### src/common/rx_intf_params.svh
// rx_intf parameters
// widths and counts shared by the sample path and the packet block
`ifndef RX_INTF_PARAMS_SVH
`define RX_INTF_PARAMS_SVH

// one I or Q component
`define IQ_WIDTH 16

// antennas carried in one ADC word
`define NUM_ANT 2

// ADC word and packet word
`define WORD_WIDTH 64

// left shift amount of the baseband gain
`define GAIN_WIDTH 3

// packet byte count and sequence number
`define BYTE_COUNT_WIDTH 16
`define SN_WIDTH 16

`endif

### src/common/rx_sample_pkg.sv
// rx sample types
// I/Q sample layout and the two views of the ADC word
`include "rx_intf_params.svh"

package rx_sample_pkg;

    // q in the upper half, i in the lower half
    typedef struct packed {
        logic [`IQ_WIDTH-1:0] q;
        logic [`IQ_WIDTH-1:0] i;
    } iq_sample_t;

    // antenna 0 sits in the low 32 bits
    typedef union packed {
        logic [`WORD_WIDTH-1:0] raw;
        iq_sample_t [`NUM_ANT-1:0] ant;
    } adc_word_u;

    // number of bits to shift left
    typedef logic [`GAIN_WIDTH-1:0] gain_t;

endpackage

### src/common/rx_pkt_pkg.sv
// rx packet types
// output word, byte count, sequence number and trailer layout
`include "rx_intf_params.svh"

package rx_pkt_pkg;

    typedef logic [`WORD_WIDTH-1:0] pkt_word_t;

    typedef logic [`BYTE_COUNT_WIDTH-1:0] byte_count_t;

    typedef logic [`SN_WIDTH-1:0] pkt_sn_t;

    // last word of every packet
    typedef struct packed {
        logic [14:0] rsvd_hi;
        logic fcs_ok;
        pkt_sn_t sn;
        logic [15:0] rsvd_lo;
        byte_count_t byte_count;
    } trailer_t;

endpackage

### src/logic/ant_router.sv
// antenna router
// swap, mute or tx loopback selection in front of the gain stages
`timescale 1ns/1ns
`include "rx_intf_params.svh"

module ant_router
    import rx_sample_pkg::*;
(
    input  adc_word_u adc_data,
    input  logic adc_valid,
    input  iq_sample_t iq0_from_tx_intf,
    input  iq_sample_t iq1_from_tx_intf,
    input  logic iq_valid_from_tx_intf,
    input  logic ant_swap,
    input  logic mute_ant0,
    input  logic loopback_en,
    output iq_sample_t [`NUM_ANT-1:0] ant_sample,
    output logic ant_valid
);

    iq_sample_t [`NUM_ANT-1:0] swapped;
    iq_sample_t [`NUM_ANT-1:0] muted;

    // reverse the antenna order when asked
    always_comb
    begin
        for (int a = 0; a < `NUM_ANT; a++)
        begin
            if (ant_swap)
                swapped[a] = adc_data.ant[`NUM_ANT-1-a];
            else
                swapped[a] = adc_data.ant[a];
        end
    end

    // mute applies after the swap, slot 0 only
    always_comb
    begin
        muted = swapped;
        if (mute_ant0)
            muted[0] = '0;
    end

    always_comb
    begin
        if (loopback_en)
        begin
            ant_sample[0] = iq0_from_tx_intf;
            ant_sample[1] = iq1_from_tx_intf;
            ant_valid = iq_valid_from_tx_intf;
        end
        else
        begin
            ant_sample = muted;
            ant_valid = adc_valid;
        end
    end

endmodule

### src/logic/ant_gain_stage.sv
// antenna gain stage
// left shift of both components and one register stage
`timescale 1ns/1ns
`include "rx_intf_params.svh"

module ant_gain_stage
    import rx_sample_pkg::*;
(
    input  logic clk,
    input  logic reset,
    input  iq_sample_t sample_in,
    input  logic valid_in,
    input  gain_t bb_gain,
    output iq_sample_t sample_out,
    output logic valid_out
);

    // shifted result keeps IQ_WIDTH bits, overflow wraps
    always_ff @(posedge clk)
    begin
        if (valid_in)
        begin
            sample_out.i <= sample_in.i << bb_gain;
            sample_out.q <= sample_in.q << bb_gain;
        end
    end

    always_ff @(posedge clk)
    begin
        if (reset)
            valid_out <= 1'b0;
        else
            valid_out <= valid_in;
    end

endmodule

### src/logic/sample_merge.sv
// sample merge
// joins the antenna samples into the i-upper output words
`timescale 1ns/1ns
`include "rx_intf_params.svh"

module sample_merge
    import rx_sample_pkg::*;
(
    input  logic clk,
    input  logic reset,
    input  iq_sample_t [`NUM_ANT-1:0] ant_sample,
    input  logic [`NUM_ANT-1:0] ant_valid,
    input  logic sample_out_en,
    output logic [2*`IQ_WIDTH-1:0] sample0,
    output logic [2*`IQ_WIDTH-1:0] sample1,
    output logic sample_strobe
);

    logic out_en_q;
    logic all_valid;

    assign all_valid = &ant_valid;

    // enable lined up with the router input cycle
    always_ff @(posedge clk)
    begin
        if (reset)
        begin
            out_en_q <= 1'b0;
            sample_strobe <= 1'b0;
        end
        else
        begin
            out_en_q <= sample_out_en;
            sample_strobe <= all_valid & out_en_q;
        end
    end

    // i goes to the upper half on the output side
    always_ff @(posedge clk)
    begin
        if (all_valid)
        begin
            sample0 <= {ant_sample[0].i, ant_sample[0].q};
            sample1 <= {ant_sample[1].i, ant_sample[1].q};
        end
    end

endmodule

### src/rx_pkt/byte_packer.sv
// byte packer
// packs rx bytes into words, flushes, appends the fcs/sn trailer, raises the interrupt
`timescale 1ns/1ns
`include "rx_intf_params.svh"

module byte_packer
    import rx_pkt_pkg::*;
(
    input  logic clk,
    input  logic reset,
    input  logic pkt_header_valid_strobe,
    input  logic [7:0] byte_in,
    input  logic byte_in_strobe,
    input  logic fcs_in_strobe,
    input  logic fcs_ok,
    input  logic intr_on_any_fcs,
    output pkt_word_t word_out,
    output logic word_out_strobe,
    output logic rx_pkt_intr
);

    localparam int BYTES_PER_WORD = `WORD_WIDTH / 8;
    localparam int POS_WIDTH = $clog2(BYTES_PER_WORD);

    logic [POS_WIDTH-1:0] byte_pos;
    byte_count_t byte_count;
    pkt_sn_t sn;
    pkt_word_t word_buf;
    logic fcs_ok_q;
    logic trailer_pending;
    logic take_byte;
    logic word_done;
    logic flush;
    logic [6:0] pad_bits;
    trailer_t trailer;

    assign take_byte = byte_in_strobe & ~pkt_header_valid_strobe;
    assign word_done = take_byte && (byte_pos == POS_WIDTH'(BYTES_PER_WORD - 1));
    assign flush = fcs_in_strobe & ~pkt_header_valid_strobe & ~byte_in_strobe &
                   (byte_pos != '0);

    // bytes enter at the top, so a partial word must move down to lane 0
    assign pad_bits = {4'd8 - {1'b0, byte_pos}, 3'b000};

    always_comb
    begin
        trailer = '0;
        trailer.fcs_ok = fcs_ok_q;
        trailer.sn = sn;
        trailer.byte_count = byte_count;
    end

    always_ff @(posedge clk)
    begin
        if (reset)
        begin
            byte_pos <= '0;
            byte_count <= '0;
            sn <= '0;
            trailer_pending <= 1'b0;
            word_out_strobe <= 1'b0;
            rx_pkt_intr <= 1'b0;
        end
        else
        begin
            word_out_strobe <= word_done | flush | trailer_pending;
            rx_pkt_intr <= 1'b0;
            trailer_pending <= fcs_in_strobe;
            if (pkt_header_valid_strobe)
            begin
                byte_pos <= '0;
                byte_count <= '0;
            end
            else if (byte_in_strobe)
            begin
                byte_pos <= byte_pos + 1'b1;
                byte_count <= byte_count + 1'b1;
            end
            else if (fcs_in_strobe)
                byte_pos <= '0;
            // trailer cycle
            if (trailer_pending)
            begin
                rx_pkt_intr <= fcs_ok_q | intr_on_any_fcs;
                sn <= sn + 1'b1;
            end
        end
    end

    always_ff @(posedge clk)
    begin
        if (take_byte)
            word_buf <= {byte_in, word_buf[`WORD_WIDTH-1:8]};
        if (fcs_in_strobe)
            fcs_ok_q <= fcs_ok;
        if (word_done)
            word_out <= {byte_in, word_buf[`WORD_WIDTH-1:8]};
        else if (flush)
            word_out <= word_buf >> pad_bits;
        else if (trailer_pending)
            word_out <= trailer;
    end

endmodule

### src/logic/rx_intf.sv
// rx_intf top
// two-antenna sample path plus rx packet packing with trailer and interrupt
`timescale 1ns/1ns
`include "rx_intf_params.svh"

module rx_intf
    import rx_sample_pkg::*;
    import rx_pkt_pkg::*;
(
    input  logic clk,
    input  logic reset,
    input  adc_word_u adc_data,
    input  logic adc_valid,
    input  iq_sample_t iq0_from_tx_intf,
    input  iq_sample_t iq1_from_tx_intf,
    input  logic iq_valid_from_tx_intf,
    input  logic ant_swap,
    input  logic mute_ant0,
    input  logic loopback_en,
    input  gain_t bb_gain,
    input  logic sample_out_en,
    input  logic intr_on_any_fcs,
    input  logic pkt_header_valid_strobe,
    input  logic [7:0] byte_in,
    input  logic byte_in_strobe,
    input  logic fcs_in_strobe,
    input  logic fcs_ok,
    output logic [2*`IQ_WIDTH-1:0] sample0,
    output logic [2*`IQ_WIDTH-1:0] sample1,
    output logic sample_strobe,
    output pkt_word_t word_out,
    output logic word_out_strobe,
    output logic rx_pkt_intr
);

    iq_sample_t [`NUM_ANT-1:0] router_sample;
    logic router_valid;
    iq_sample_t [`NUM_ANT-1:0] gain_sample;
    logic [`NUM_ANT-1:0] gain_valid;

    ant_router ant_router_i (
        .adc_data(adc_data),
        .adc_valid(adc_valid),
        .iq0_from_tx_intf(iq0_from_tx_intf),
        .iq1_from_tx_intf(iq1_from_tx_intf),
        .iq_valid_from_tx_intf(iq_valid_from_tx_intf),
        .ant_swap(ant_swap),
        .mute_ant0(mute_ant0),
        .loopback_en(loopback_en),
        .ant_sample(router_sample),
        .ant_valid(router_valid)
    );

    // one gain stage per antenna
    for (genvar g = 0; g < `NUM_ANT; g++)
    begin : gen_gain
        ant_gain_stage ant_gain_stage_i (
            .clk(clk),
            .reset(reset),
            .sample_in(router_sample[g]),
            .valid_in(router_valid),
            .bb_gain(bb_gain),
            .sample_out(gain_sample[g]),
            .valid_out(gain_valid[g])
        );
    end

    sample_merge sample_merge_i (
        .clk(clk),
        .reset(reset),
        .ant_sample(gain_sample),
        .ant_valid(gain_valid),
        .sample_out_en(sample_out_en),
        .sample0(sample0),
        .sample1(sample1),
        .sample_strobe(sample_strobe)
    );

    byte_packer byte_packer_i (
        .clk(clk),
        .reset(reset),
        .pkt_header_valid_strobe(pkt_header_valid_strobe),
        .byte_in(byte_in),
        .byte_in_strobe(byte_in_strobe),
        .fcs_in_strobe(fcs_in_strobe),
        .fcs_ok(fcs_ok),
        .intr_on_any_fcs(intr_on_any_fcs),
        .word_out(word_out),
        .word_out_strobe(word_out_strobe),
        .rx_pkt_intr(rx_pkt_intr)
    );

endmodule

### config.mk
export PLATFORM = sky130hd
export DESIGN_NAME = rx_intf
export DESIGN_NICKNAME = d
export VERILOG_FILES = /design/src/common/rx_sample_pkg.sv /design/src/common/rx_pkt_pkg.sv /design/src/logic/ant_router.sv /design/src/logic/ant_gain_stage.sv /design/src/logic/sample_merge.sv /design/src/rx_pkt/byte_packer.sv /design/src/logic/rx_intf.sv
export VERILOG_INCLUDE_DIRS = /design/src /design/src/common
export SDC_FILE = /design/constraint.sdc
export NUM_CORES = 1
export LEC_CHECK = 0
export BUFFER_PORTS_ARGS = -buffer_cell sky130_fd_sc_hd__buf_2
export CAP_MARGIN = 15
export CORE_ASPECT_RATIO = 1.25
export CORE_MARGIN = 2
export CORE_UTILIZATION = 51
export CTS_CLUSTER_SIZE = 40
export DETAILED_ROUTE_END_ITERATION = 8
export GPL_ROUTABILITY_DRIVEN = 0
export PLACE_DENSITY = 0.75
export SLEW_MARGIN = 15
export SYNTH_ARGS = -nofsm -noshare
export SYNTH_HDL_FRONTEND = slang
export SYNTH_SLANG_ARGS = --single-unit
### constraint.sdc
create_clock -name clk -period 13.92 [get_ports clk]
set_input_delay 2.088 -clock clk [delete_from_list [all_inputs] [get_ports clk]]
set_output_delay 2.088 -clock clk [all_outputs]
set_load 0.01 [all_outputs]
==> impl_results.md <==
- Ys Warns: 0
- Post-Syn Area: 0.0162 mm^2
- Asr flop ratio synth: 0%
- Yosys top cell area share: 47.5%
- Clock Sinks: 298
- Post-synth top area cell: edfxtp_1
- Syn_nets: about 1,500
- # rows: 73
- Status: finished clean
- DRC: 0
- Effective utilization at floorplan: 51.4%
- CP max stage delay: 0.92 ns
- Seq/Total Area, Yosys: 52.6%
- Avg WL per Cell: 24.7 um
- Nets: 1,680
- Post-route setup TNS: 0 ns
- Final setup vio count: 0
- Worst Hold Launch: sample_merge_i.out_en_q
- Die width: 164 um
- Flops & latches, synth: just under 300
- Crit Path Max Fanout: 34
- Max clock buf depth: 3
- PwrDens: between 100 and 150 mW/mm^2
- R2R depth: 10
- Critical path class: in2reg
- Total GRT Usage: 28.6%
- Post-synth top flop: edfxtp_1
- Max Slew Vio Count: 0
- Tmin final: roughly 4.2 ns
- Hold Path Sink: sample_merge_i.sample_strobe
- Post-route worst setup slack: between 9 and 10 ns
- Number of flops mapped to enable cells by yosys: 257
- Most common cell after layout, fill and taps aside: buf_2
- Worst hold stages: 2
- Number of cells produced by synthesis: 1,296
- Core Util, Final: 59.5%
- HP Class: reg2reg
- IO Count: 283
- Critical path endpoint category: flip-flop
- Clock Latency Late Sink: 0.56 ns
- Least-Margin Pin Slew: 0.965 ns
- CTS root buffer: clkbuf_16
- Hpwl dp: 35,300 um
- Global-route wire length before repair: 72,100 um
- Unique cell type count in the Yosys netlist: 70
- Post-DR vias/cell: approximately 6.5
- Pre-CTS setup slack: 9.21 ns
- Endpoints failing hold: 0
- Crit path buf inv count: 2
- Worst hold slack: 0.412 ns
- Cell at the slowest stage of the critical path: or4b_1
- Post-CTS Hold Buffers: 0
- Starting DRT DRC Count: 1,443
- Worst reg2reg endpoint: byte_packer_i.word_out[56]
- Via count: 12,800
- Clk_skew: 0.0173 ns
- Max-cap viol count: 0
- Layout cell share with drive strength beyond 1: 31.2%
- CTS buffer count: 28
- Core Area: 0.0316 mm^2
- Post-CTS setup buffer count: 0
- Part of the cycle the worst path needs: 30.3%
- Largest net degree at the start of global routing: 79
- Detailed Route WL: 48,200 um
- Maximum VDD drop: 0.0867 mV
- Placed cell count: 1,904
- Worst Path Arrival: 4.64 ns
- Post_cts resized: 0
- Worst R2R Setup Slack: 9.74 ns
- CTS tree: yes
- Critical Path Source Type: input pin
- Slew margin rel.: 35.5%
- # diodes: 0
- Area Growth Syn to Fin: 15.8%
- Most frequent cells in the layout: buf_2 (281), edfxtp_1 (257), nand2_1 (112), mux2i_1 (91)
- PortBufs: 282
- Crit Reg-Reg Startpoint: byte_packer_i.byte_pos[0]
- Die Y-Extent: 203 um
- 1st-pass router iterations: 5
- Critical Path RT: around 14 ns
- Final cell count without fillers: 1,955
- GRT overflow: 0
- Initial antenna violation count: 0
- Peak Freq: between 0.2 and 0.25 GHz
- Post-route ant nets: 0
- CP top delay family: simple AND/OR/NAND/NOR gates
- Crit path cell chain: buf_2, or4b_1, nor3_4, buf_4, and2_2, a22o_1
- Die area: approximately 0.033 mm^2
- LEAKAGE: 0.00691 uW
- Htree depth: 1
- RSZ-0062 raised after global routing: false
- Vias in the first global route: 12,300
- Post-Syn Area per Cell: between 10 and 15 um^2
- Clk slew on worst S/H paths: 0.07 ns
- Top post-synthesis cells by area: edfxtp_1 (48%), mux4_2 (10%), mux2i_1 (5.6%), dfxtp_1 (5.1%), mux2_2 (3.3%)
## metrics by stage
stage	power, uW	area (um^2)
2_1_floorplan	1280	16200
3_3_place_gp	1400	17800
3_5_place_dp	1410	17800
4_1_cts	2200	18800
5_1_grt	2260	18800
6_report	2190	18800
## routing by layer
metal  GRT usage [%]  part of all wire [%]
met3            4.49                   9.4
met1            32.7                    33
met5               0                     0
met2            49.6                    50
met4            19.0                   7.7
## synth_stat cells, drive strengths merged, types with 8 or more instances
cell,count
buf,59
o2bb2ai,9
mux2i,91
a22oi,55
edfxtp,257
nor2b,13
xor2,11
nor3,19
or3,9
o21ai,56
mux2,48
o21a,13
a222oi,9
a21oi,51
dfxtp,41
clkbuf,46
o211ai,28
and2,11
nand2b,13
a32oi,13
o221ai,8
inv,20
a22o,25
nand2,113
mux4,72
xnor2,11
o22ai,14
nor2,73
nand4,10
nand3,15
## how the worst max path moves through the flow
stage,startpoint,endpoint,cells past startpoint
finish,byte_in_strobe,byte_packer_i.word_out[56],6
global route,byte_packer_i.byte_pos[0],byte_packer_i.word_out[56],10
CTS,byte_in_strobe,byte_packer_i.word_out[59],6
detailed placement,byte_in_strobe,byte_packer_i.word_out[62],6
global placement,byte_in_strobe,byte_packer_i.word_out[56],6
floorplan,pkt_header_valid_strobe,byte_packer_i.word_out[11],4
## area by class of cell
cell class              instances  area [um^2]
clock buffers                  34          743
clock inverters                17          211
fillers                      2581        12800
inverters                      21         78.8
multi-input cells             872         7150
flip-flops and latches        298         8540
well taps                     412          515
repair buffers                301         1560
## power breakdown
group	switching (uW)	leakage [uW]	internal (uW)
Sequential	29.8	0.00279	1050
Combinational	186	0.00366	129
Clock	337	0.000459	457
Total	553	0.00691	1630
## worst min-delay path: cells and delay by family, from the launching register on
family / cells / cell delay (ns)
simple gates: 2 / 0.08
flops: 1 / 0.30
## flip-flops by register name, summed over array words and instances (netlist names), 3 cells and up
signal and flops:
byte_packer_i.byte_count 16, sample_merge_i.sample1 32, byte_packer_i.byte_pos 3, sample_merge_i.sample0 32, byte_packer_i.word_out 64, gen_gain.ant_gain_stage_i.sample_out 64, byte_packer_i.sn 16, byte_packer_i.word_buf 64
## cells by family (layout without fill, tap and decap cells)
logic type / Yosys count / after routing / share of synthesized area [%]
and+or+nand+nor: 300 / 300 / 8.73
DFF: 298 / 298 / 52.6
AOI/OAI and AO/OA: 333 / 333 / 14.6
adders and majority gates: 6 / 6 / 0.462
buffers and inverters: 126 / 373 / 3.45
xor gates and xnor gates: 22 / 22 / 1.19
muxes: 211 / 211 / 18.9
Note: power is estimated with default switching activity, not from simulation.
